--- src/verilog/radio_ctrl_pkg.sv ---
// Shared widths, stream and setting bus structs, processor states and protocol constants
package radio_ctrl_pkg;

   // Widths that carry a meaning
   typedef logic [63:0] vita_time_t;
   typedef logic [31:0] sid_t;
   typedef logic [11:0] seqnum_t;
   typedef logic [7:0]  set_addr_t;
   typedef logic [31:0] set_data_t;

   // One word of a packet stream
   typedef struct packed {
      logic [63:0] tdata;
      logic        tlast;
   } axis_word_t;

   // Internal setting bus, single-cycle strobe with no back-pressure
   typedef struct packed {
      logic      stb;
      set_addr_t addr;
      set_data_t data;
   } setting_bus_t;

   // Command processor states
   typedef enum logic [2:0] {
      HEAD,
      TIME,
      DATA,
      DUMP,
      RESP_HEAD,
      RESP_TIME,
      RESP_DATA
   } rc_state_t;

   // Response header fields
   localparam logic [3:0]  RESP_PKT_TYPE = 4'hE;
   localparam logic [15:0] RESP_LEN      = 16'd24;

   // Setting addresses owned by the timekeeper
   localparam set_addr_t SR_TIME_HI = 8'h80;
   localparam set_addr_t SR_TIME_LO = 8'h81;

endpackage

--- src/verilog/cmd_ingress_fifo.sv ---
// Command ingress FIFO built as a circular buffer with first-word-fall-through output
`timescale 1ns/1ps

module cmd_ingress_fifo
   import radio_ctrl_pkg::*;
#(
   parameter int FIFO_DEPTH = 8
)
(
   input  logic       clk,
   input  logic       reset,
   input  logic       clear,
   input  axis_word_t in_word,
   input  logic       in_tvalid,
   output logic       in_tready,
   output axis_word_t out_word,
   output logic       out_tvalid,
   input  logic       out_tready
);

   localparam int PTR_W = (FIFO_DEPTH > 1) ? $clog2(FIFO_DEPTH) : 1;
   localparam int CNT_W = $clog2(FIFO_DEPTH + 1);

   axis_word_t       mem [FIFO_DEPTH];
   logic [PTR_W-1:0] wr_ptr;
   logic [PTR_W-1:0] rd_ptr;
   logic [CNT_W-1:0] count;
   logic             wr_en;
   logic             rd_en;

   function automatic logic [PTR_W-1:0] next_ptr(input logic [PTR_W-1:0] ptr);
      if (ptr == PTR_W'(FIFO_DEPTH - 1))
         return '0;
      return ptr + 1'b1;
   endfunction

   assign in_tready  = (count != CNT_W'(FIFO_DEPTH));
   assign out_tvalid = (count != '0);
   assign wr_en      = in_tvalid && in_tready;
   assign rd_en      = out_tvalid && out_tready;

   // Head of the buffer is always presented
   assign out_word = mem[rd_ptr];

   always_ff @(posedge clk)
   begin
      if (wr_en)
         mem[wr_ptr] <= in_word;
   end

   always_ff @(posedge clk)
   begin
      if (reset || clear)
      begin
         wr_ptr <= '0;
         rd_ptr <= '0;
         count  <= '0;
      end
      else
      begin
         if (wr_en)
            wr_ptr <= next_ptr(wr_ptr);
         if (rd_en)
            rd_ptr <= next_ptr(rd_ptr);
         if (wr_en && !rd_en)
            count <= count + 1'b1;
         else if (rd_en && !wr_en)
            count <= count - 1'b1;
      end
   end

   // Occupancy never climbs past the depth
   a_no_write_full: assert property (@(posedge clk) disable iff (reset)
      count <= CNT_W'(FIFO_DEPTH));

   // An empty buffer has its read pointer level with the write pointer
   a_no_read_empty: assert property (@(posedge clk) disable iff (reset)
      count == '0 |-> rd_ptr == wr_ptr);

endmodule

--- src/verilog/radio_ctrl_proc.sv ---
// Command processor: header parse, time gate, setting issue and response packet
`timescale 1ns/1ps

module radio_ctrl_proc
   import radio_ctrl_pkg::*;
(
   input  logic         clk,
   input  logic         reset,
   input  logic         clear,
   input  axis_word_t   cmd,
   input  logic         cmd_tvalid,
   output logic         cmd_tready,
   output axis_word_t   resp,
   output logic         resp_tvalid,
   input  logic         resp_tready,
   input  vita_time_t   vita_time,
   input  logic [63:0]  readback,
   output setting_bus_t set_bus
);

   rc_state_t  state;
   seqnum_t    seqnum;
   sid_t       sid;
   vita_time_t resp_time;
   logic       send_resp;
   logic       is_ec;
   logic       has_time;
   logic       go;
   logic       cmd_fire;
   logic       resp_fire;

   // Header flags, only meaningful while in HEAD
   assign is_ec    = (cmd.tdata[63:62] == 2'b10);
   assign has_time = cmd.tdata[61];

   // Requested time reached or already passed
   assign go = (vita_time >= vita_time_t'(cmd.tdata));

   assign cmd_fire  = cmd_tvalid && cmd_tready;
   assign resp_fire = resp_tvalid && resp_tready;

   always_comb
   begin
      case (state)
         HEAD, DATA, DUMP:
            cmd_tready = 1'b1;
         // Time word waits at the FIFO head until its time comes
         TIME:
            cmd_tready = go || cmd.tlast;
         default:
            cmd_tready = 1'b0;
      endcase
   end

   // Setting goes out in the same cycle the data word is taken
   assign set_bus.stb  = (state == DATA) && cmd_tvalid;
   assign set_bus.addr = cmd.tdata[39:32];
   assign set_bus.data = cmd.tdata[31:0];

   always_ff @(posedge clk)
   begin
      if (reset || clear)
      begin
         state     <= HEAD;
         send_resp <= 1'b0;
      end
      else
      begin
         case (state)
            HEAD:
               if (cmd_fire)
               begin
                  send_resp <= 1'b0;
                  // Single-word and non-command packets are dropped without an answer
                  if (cmd.tlast)
                     state <= HEAD;
                  else if (!is_ec)
                     state <= DUMP;
                  else if (has_time)
                     state <= TIME;
                  else
                     state <= DATA;
               end
            TIME:
               if (cmd_fire)
                  state <= cmd.tlast ? HEAD : DATA;
            DATA:
               if (cmd_fire)
               begin
                  if (cmd.tlast)
                     state <= RESP_HEAD;
                  else
                  begin
                     send_resp <= 1'b1;
                     state     <= DUMP;
                  end
               end
            DUMP:
               if (cmd_fire && cmd.tlast)
                  state <= send_resp ? RESP_HEAD : HEAD;
            RESP_HEAD:
               if (resp_fire)
                  state <= RESP_TIME;
            RESP_TIME:
               if (resp_fire)
                  state <= RESP_DATA;
            RESP_DATA:
               if (resp_fire)
                  state <= HEAD;
            default:
               state <= HEAD;
         endcase
      end
   end

   always_ff @(posedge clk)
   begin
      if (state == HEAD && cmd_fire)
      begin
         seqnum <= cmd.tdata[59:48];
         sid    <= cmd.tdata[31:0];
      end
      // Time of the first RESP_TIME cycle, held through any stall
      if (state == RESP_HEAD && resp_fire)
         resp_time <= vita_time + 64'd1;
   end

   always_comb
   begin
      resp_tvalid = 1'b1;
      resp.tlast  = 1'b0;
      case (state)
         RESP_HEAD:
            resp.tdata = {RESP_PKT_TYPE, seqnum, RESP_LEN, sid[15:0], sid[31:16]};
         RESP_TIME:
            resp.tdata = resp_time;
         RESP_DATA:
         begin
            resp.tdata = readback;
            resp.tlast = 1'b1;
         end
         default:
         begin
            resp.tdata  = '0;
            resp_tvalid = 1'b0;
         end
      endcase
   end

   // A setting strobe always leads on to a response or a drain
   a_stb_in_data: assert property (@(posedge clk) disable iff (reset)
      set_bus.stb && !clear |=> state == RESP_HEAD || state == DUMP);

   // A stalled response word holds until the far side takes it
   a_resp_hold: assert property (@(posedge clk) disable iff (reset)
      resp_tvalid && !resp_tready && !clear |=> resp_tvalid && $stable(resp));

endmodule

--- src/verilog/setting_regs.sv ---
// Settable register bank with readback of the last written address and value
`timescale 1ns/1ps

module setting_regs
   import radio_ctrl_pkg::*;
#(
   parameter int NUM_REGS = 16
)
(
   input  logic                     clk,
   input  logic                     reset,
   input  setting_bus_t             set_bus,
   output set_data_t [NUM_REGS-1:0] radio_regs,
   output logic [63:0]              readback
);

   localparam int IDX_W = (NUM_REGS > 1) ? $clog2(NUM_REGS) : 1;

   set_addr_t last_addr;
   set_data_t last_value;
   logic      wr_in_range;
   logic      last_in_range;

   assign wr_in_range = (32'(set_bus.addr) < NUM_REGS);

   always_ff @(posedge clk)
   begin
      if (reset)
      begin
         radio_regs <= '0;
         last_addr  <= '0;
      end
      else if (set_bus.stb)
      begin
         // Out-of-range writes still move the readback address
         last_addr <= set_bus.addr;
         if (wr_in_range)
            radio_regs[set_bus.addr[IDX_W-1:0]] <= set_bus.data;
      end
   end

   assign last_in_range = (32'(last_addr) < NUM_REGS);
   assign last_value    = last_in_range ? radio_regs[last_addr[IDX_W-1:0]] : '0;

   // Upper 24 bits are zero
   assign readback = {24'd0, last_addr, last_value};

   // Readback reflects a write by the following cycle
   a_readback_follows: assert property (@(posedge clk) disable iff (reset)
      set_bus.stb |=> readback[39:32] == $past(set_bus.addr) &&
         readback[31:0] == ($past(wr_in_range) ? $past(set_bus.data) : 32'd0));

endmodule

--- src/verilog/vita_timekeeper.sv ---
// Free-running radio time counter, loaded through the reserved time addresses
`timescale 1ns/1ps

module vita_timekeeper
   import radio_ctrl_pkg::*;
(
   input  logic         clk,
   input  logic         reset,
   input  setting_bus_t set_bus,
   output vita_time_t   vita_time
);

   set_data_t time_hi;
   logic      load_hi;
   logic      load_lo;

   assign load_hi = set_bus.stb && (set_bus.addr == SR_TIME_HI);
   assign load_lo = set_bus.stb && (set_bus.addr == SR_TIME_LO);

   always_ff @(posedge clk)
   begin
      if (reset)
      begin
         time_hi   <= '0;
         vita_time <= '0;
      end
      else
      begin
         // High half waits here until the low half arrives
         if (load_hi)
            time_hi <= set_bus.data;
         if (load_lo)
            vita_time <= {time_hi, set_bus.data};
         else
            vita_time <= vita_time + 64'd1;
      end
   end

endmodule

--- src/verilog/radio_ctrl_top.sv ---
// Radio control endpoint top level: ingress FIFO, processor, register bank, timekeeper
`timescale 1ns/1ps

module radio_ctrl_top
   import radio_ctrl_pkg::*;
#(
   parameter int FIFO_DEPTH = 8,
   parameter int NUM_REGS   = 16
)
(
   input  logic                     clk,
   input  logic                     reset,
   input  logic                     clear,
   input  axis_word_t               ctrl_in,
   input  logic                     ctrl_tvalid,
   output logic                     ctrl_tready,
   output axis_word_t               resp,
   output logic                     resp_tvalid,
   input  logic                     resp_tready,
   output set_data_t [NUM_REGS-1:0] radio_regs,
   output vita_time_t               vita_time
);

   axis_word_t   cmd;
   logic         cmd_tvalid;
   logic         cmd_tready;
   setting_bus_t set_bus;
   logic [63:0]  readback;

   cmd_ingress_fifo #(
      .FIFO_DEPTH (FIFO_DEPTH)
   ) u_fifo (
      .clk        (clk),
      .reset      (reset),
      .clear      (clear),
      .in_word    (ctrl_in),
      .in_tvalid  (ctrl_tvalid),
      .in_tready  (ctrl_tready),
      .out_word   (cmd),
      .out_tvalid (cmd_tvalid),
      .out_tready (cmd_tready)
   );

   radio_ctrl_proc u_proc (
      .clk         (clk),
      .reset       (reset),
      .clear       (clear),
      .cmd         (cmd),
      .cmd_tvalid  (cmd_tvalid),
      .cmd_tready  (cmd_tready),
      .resp        (resp),
      .resp_tvalid (resp_tvalid),
      .resp_tready (resp_tready),
      .vita_time   (vita_time),
      .readback    (readback),
      .set_bus     (set_bus)
   );

   setting_regs #(
      .NUM_REGS (NUM_REGS)
   ) u_regs (
      .clk        (clk),
      .reset      (reset),
      .set_bus    (set_bus),
      .radio_regs (radio_regs),
      .readback   (readback)
   );

   vita_timekeeper u_time (
      .clk       (clk),
      .reset     (reset),
      .set_bus   (set_bus),
      .vita_time (vita_time)
   );

endmodule

--- config.mk ---
export PLATFORM = sky130hd
export DESIGN_NAME = radio_ctrl_top
export DESIGN_NICKNAME = d
export VERILOG_FILES = /design/src/verilog/radio_ctrl_pkg.sv /design/src/verilog/cmd_ingress_fifo.sv /design/src/verilog/radio_ctrl_proc.sv /design/src/verilog/setting_regs.sv /design/src/verilog/vita_timekeeper.sv /design/src/verilog/radio_ctrl_top.sv
export SDC_FILE = /design/constraint.sdc
export NUM_CORES = 2
export LEC_CHECK = 0
export BUFFER_PORTS_ARGS = -buffer_cell sky130_fd_sc_hd__buf_2
export CAP_MARGIN = 20
export CORE_ASPECT_RATIO = 1.1
export CORE_MARGIN = 2
export CORE_UTILIZATION = 45
export CTS_BUF_LIST = sky130_fd_sc_hd__clkbuf_8 sky130_fd_sc_hd__clkbuf_16
export CTS_CLUSTER_DIAMETER = 40
export DETAILED_ROUTE_END_ITERATION = 12
export PLACE_DENSITY_LB_ADDON = 0.08
export SLEW_MARGIN = 10
export SYNTH_ARGS = -nofsm -noshare
export SYNTH_HDL_FRONTEND = slang
export SYNTH_SLANG_ARGS = --single-unit
--- constraint.sdc ---
create_clock -name clk -period 15.6 [get_ports clk]
set_clock_uncertainty 0.05 [all_clocks]
set_input_delay 0.78 -clock clk [delete_from_list [all_inputs] [get_ports clk]]
set_output_delay 0.78 -clock clk [all_outputs]
set_load 0.005 [all_outputs]
# Word-level counts from Yosys, hierarchy flattened
# Memory sizes are Yosys's and may differ from the RTL's. A register that Yosys moved wholly into a read port is not among the register bits.
# Cells that the tools add are included.
# classes
add_sub_neg	5
n_lt_le_gt_ge	6
n_eq_ne	20
n_mux	45
reduce_logical	25
# ops
operator	n
$bwmux 512	1
$pmux 64 s3	1
$bmux 32 s4	1
$demux 32 s4	1
$mux 32	3
$add 64x1->64 const B	1
$ge 64x64->1	1
$mux 64	1
$mux 3	17
$pmux 3 s7	1
$eq 8x8->1 const B	2
$lt 8x5->1 const B	2
$eq 3x3->1 const B	5
$mux 1	13
$logic_and 1x1->1	12
$lt 4x5->1 const B	2
$mux 4	2
$ne 2x1->1 const B	4
$ne 2x2->1 const B	4
$reduce_and 7->1	1
$add 3x1->3 const B	2
$eq 3x2->1 const B	2
$reduce_or 3->1	2
$add 4x1->4 const B	1
14 further kinds	19
# totals
regBits	738
mem_bits_rw	520
input_bits	70
out_inout_bits	643
elab_cells	129
memories	1
# memory_table
name	words	word_bits	rd	rd_ports_with_merged_regs	wr	line	rtl
u_fifo.mem	8	65	1	1	1	cmd_ingress_fifo.sv:24	axis_word_t mem [FIFO_DEPTH];

# Longest topological paths before layout
# logic_depth
word_depth	9
depth_mapped	23
depth_no_buf	19

# Cells and area by module
# Synthesis repeated with hierarchy kept, for this count alone.
# hier_totals
cells_unflattened	4592
area_unflattened_um2	55989.9
# by_module_without_submodules
mod	instances	cells_per_inst	area_each_um2	seq_area_each_um2
setting_regs	1	2364	23133.4	10410.0
cmd_ingress_fifo	1	828	20154.3	15875.2
radio_ctrl_proc	1	844	8094.0	3323.2
vita_timekeeper	1	556	4608.2	1921.8

# Least setup slack after synthesis
# No wires, ideal clock.
# synth_path
path_type	in2reg
startpoint	in ctrl_tvalid
endpoint	mem u_fifo.mem[0][0] (netlist name), enable pin
arrival_time_ps	7122
t_required_ps	14901
setup_slack_ps	7780
cell_stages	2
n_path_buf	0
path_cell_list	nand2_1 nor4_1
# synth_via
elab_chain_len	3
# synth_rtl
item	line	rtl
start, declared	radio_ctrl_top.sv:15	input logic ctrl_tvalid,
$logic_and 1x1->1	cmd_ingress_fifo.sv:39	assign wr_en = in_tvalid && in_tready;
$mux 1	cmd_ingress_fifo.sv:47	if (wr_en)
$mux 1 (implied by the code)	cmd_ingress_fifo.sv:48	mem[wr_ptr] <= in_word;
end, declared	cmd_ingress_fifo.sv:24	
# Every way passes these cells.

==> summary.md <==
| Metric | Value |
|---|---|
| Post-Syn Area per Cell | `13.39 sq um` |
| Sequential share of the synthesized area | `60.43%` |
| Clock slew at reported path FFs | `0.07 ns` |
| CP top delay family | `simple AND/OR/NAND/NOR gates` |
| Critical path cell sequence | `buf_4 > buf_4 > mux4_2 > mux2i_1 > ha_1 > and4_1 > nor4bb_1 > nand3_1 > o221ai_1 > nand2_1 > nand3_1 > inv_1 > ha_1 > inv_1 > ha_1 > a21o_1 > a21oi_1 > xnor2_1 > or3_1 > a21oi_1` |
| Net Sw Frac | `28.43%` |
| DR pass1 iterations | `6` |
| I/O pins | `713` |
| Seq pwr share | `40.3%` |
| Final HPWL DP | `136000 um` |
| Fillers | `9708` |
| Fmax | `0.1481 GHz` |
| CP Max Fanout | `34` |
| Vias/cell | `6.055` |
| Core area | `115600 sq um` |
| Clk_lat worst skew | `0.80 ns` |
| Fin Setup TNS | `0 ns` |
| CTS sink count | `1261` |
| IR drop worst, VDD | `105.5 uV` |
| Clock power share | `43.5%` |
| Setup ws final | `8.848 ns` |
| Die H | `361.1 um` |
| Post-synth ARST share | `0%` |
| Most frequent cells in the layout | `buf_2 (712), nor2_1 (685), edfxtp_1 (628)` |
| Post-synth top flop | `dfxtp_1` |
| First-pass GRT wire length | `275600 um` |
| Port Buffers | `712` |
| CP Launch Type | `flip-flop` |
| Final wirelength | `198500 um` |
| Worst Hold Class | `in2reg` |
| 1st-iter DRT viols | `4384` |
| CP bufs+invs | `4` |
| Arr. time, crit path | `7.40 ns` |
| Max-cap viol count | `0` |
| CTS Buf Count | `164` |
| Area Growth Syn to Fin | `21.20%` |
| Nets | `4662` |
| Final Cycle Share | `43.28%` |
| Synthesized area | `52170 sq um` |
| Htree depth | `4` |
| Pwr Density | `144.7 nW/um^2` |
| Slowest CP cell | `dfxtp_4` |
| FP Rows | `131` |
| Slew HR | `24.56%` |
| Final setup fails | `0` |
| Longest Clk Path Bufs | `3` |
| Final worst path period need | `6.752 ns` |
| Post-Syn Instances | `3897` |
| Hold Fails Final Rpt | `0` |
| Most common cell after layout, fill and taps aside | `buf_2` |
| Sw Pwr | `2.601 mW` |
| Syn Nets | `4040` |
| Max Transition Viols Final | `0` |
| Yosys warns | `0` |
| LEAKAGE | `22.77 nW` |
| Register bit total from synthesis | `1261` |
| Largest net degree at the start of global routing | `122` |
| Vias in the first global route | `34.80k` |
| # hold bufs at CTS | `0` |
| Internal Power | `6.547 mW` |
| Die W | `328.7 um` |
| Root Driver | `clkbuf_16` |
| Initial antenna violation count | `32` |
| Post-CTS Setup Bufs | `0` |
| WS Path Type | `reg2reg` |
| Crit end category | `flip-flop` |
| CTS tree | `built` |
| Logic pwr share | `16.2%` |
| DRC viols | `0` |
| GRT Residual Overflow | `0` |
| Starting Density | `45.15%` |
| Layout cell share with drive strength beyond 1 | `32.30%` |
| Die footprint | `118700 sq um` |
| Routed Antenna Nets | `0` |
| Crit path largest cell delay | `0.69 ns` |
| Most used cell, CP | `ha_1` |
| Crit path required time | `16.24 ns` |
| Final Util | `54.72%` |
| Setup WS pre-CTS | `8.787 ns` |
| Via Count | `37.53k` |
| Post-synth EDFFs | `628` |
| RSZ-0062 raised after global routing | `false` |
| Count of cell types in the netlist | `66` |
| Overall Global Routing Usage | `32.90%` |
| Gpl congestion | `0.9408` |
| Routed WL per cell | `32.03 um` |
| Post-cts sizing count | `0` |
| Outcome | `completed` |
| Slew @ Worst Pin | `1.132 ns` |
power groups by stage:
| stage | registers (mW) | clock network, mW | logic, mW |
|---|---|---|---|
| after CTS | 3.69 | 4.01 | 1.48 |
| after detailed placement | 3.76 | 0 | 1.47 |
| after global routing | 3.70 | 4.15 | 1.55 |
| after global placement | 3.76 | 0 | 1.46 |
| after floorplan | 3.73 | 0 | 0.891 |
| final | 3.69 | 3.98 | 1.48 |
synthesized netlist by cell type (49+ instances only):
library cell  count  share of area, %
nor2_1          689               5.0
dfxtp_1         633                24
edfxtp_1        628                36
a211oi_1        552               7.9
mux4_2          290                13
clkbuf_1        218               1.6
mux2i_1         107               2.1
buf_2            73              0.70
ha_1             72               1.7
nand3_1          63              0.60
inv_1            57              0.41
o21ai_0          51              0.49
xnor2_1          49              0.82
through the flow:
stage          hold WS [ns]  cell area [sq um]  power (mW)  std cells
3_5_place_dp         0.4430              57400       5.231       5882
4_1_cts              0.1564              63210       9.180       6189
2_1_floorplan        0.4103              52170       4.621       3897
6_report             0.2047              63240       9.147       6198
3_3_place_gp         0.4358              57390       5.220       5881
5_1_grt              0.1966              63220       9.401       6190
final timing paths:
check | from | to | slack [ns] | cells after the start
max | flip-flop | u_fifo.count[3]$_SDFFE_PP0P_ | 8.85 | 20
min reg2reg | u_time.time_hi[3]$_SDFFE_PP0P_ | u_time.time_hi[3]$_SDFFE_PP0P_ | 0.45 | 2
min | ctrl_in[29] | u_fifo.mem[0][29]$_DFFE_PP_ | 0.20 | 1
max reg2reg | flip-flop | u_fifo.count[3]$_SDFFE_PP0P_ | 8.85 | 20
state kept, by name, indices dropped and copies added, names as in the netlist, named ones only:
register / count
u_fifo.mem: 520
u_regs.radio_regs: 512
u_proc.resp_time: 64
u_time.vita_time: 64
u_proc.sid: 32
u_time.time_hi: 32
u_proc.seqnum: 12
u_regs.last_addr: 8
u_fifo.count: 4
u_fifo.rd_ptr: 3
u_fifo.wr_ptr: 3
u_proc.state: 3
u_proc.send_resp: 1
layout make-up:
class	count	area, sq um	area share (%)
clock inverter	122	1335	2.111
timing repair buffer	808	4304	6.806
tap	1529	1913	3.025
clock buffer	185	4483	7.089
antenna	9	22.52	0.03562
multi-input combinational	2226	19410	30.69
inverter	58	217.7	0.3443
sequential	1261	31550	49.90
cells by family after synthesis:
| kind of cell | Yosys count | share of synthesized area [%] |
|---|---|---|
| DFF | 1261 | 60.43 |
| and+or+nand+nor | 972 | 8.315 |
| AOI/OAI and AO/OA | 710 | 10.16 |
| buffers and inverters | 410 | 3.377 |
| muxes | 406 | 14.86 |
| adders and majority gates | 73 | 1.765 |
| xor gates and xnor gates | 65 | 1.091 |
routing by layer:
metal	wire length [um]	GRT usage, %	vias up
li1	-	-	16141
met1	81600	45.57	19036
met2	87530	48.91	1953
met3	19840	8.794	373
met4	9350	13.83	26
met5	175	0	-
Power figures use the tool's default switching activity.
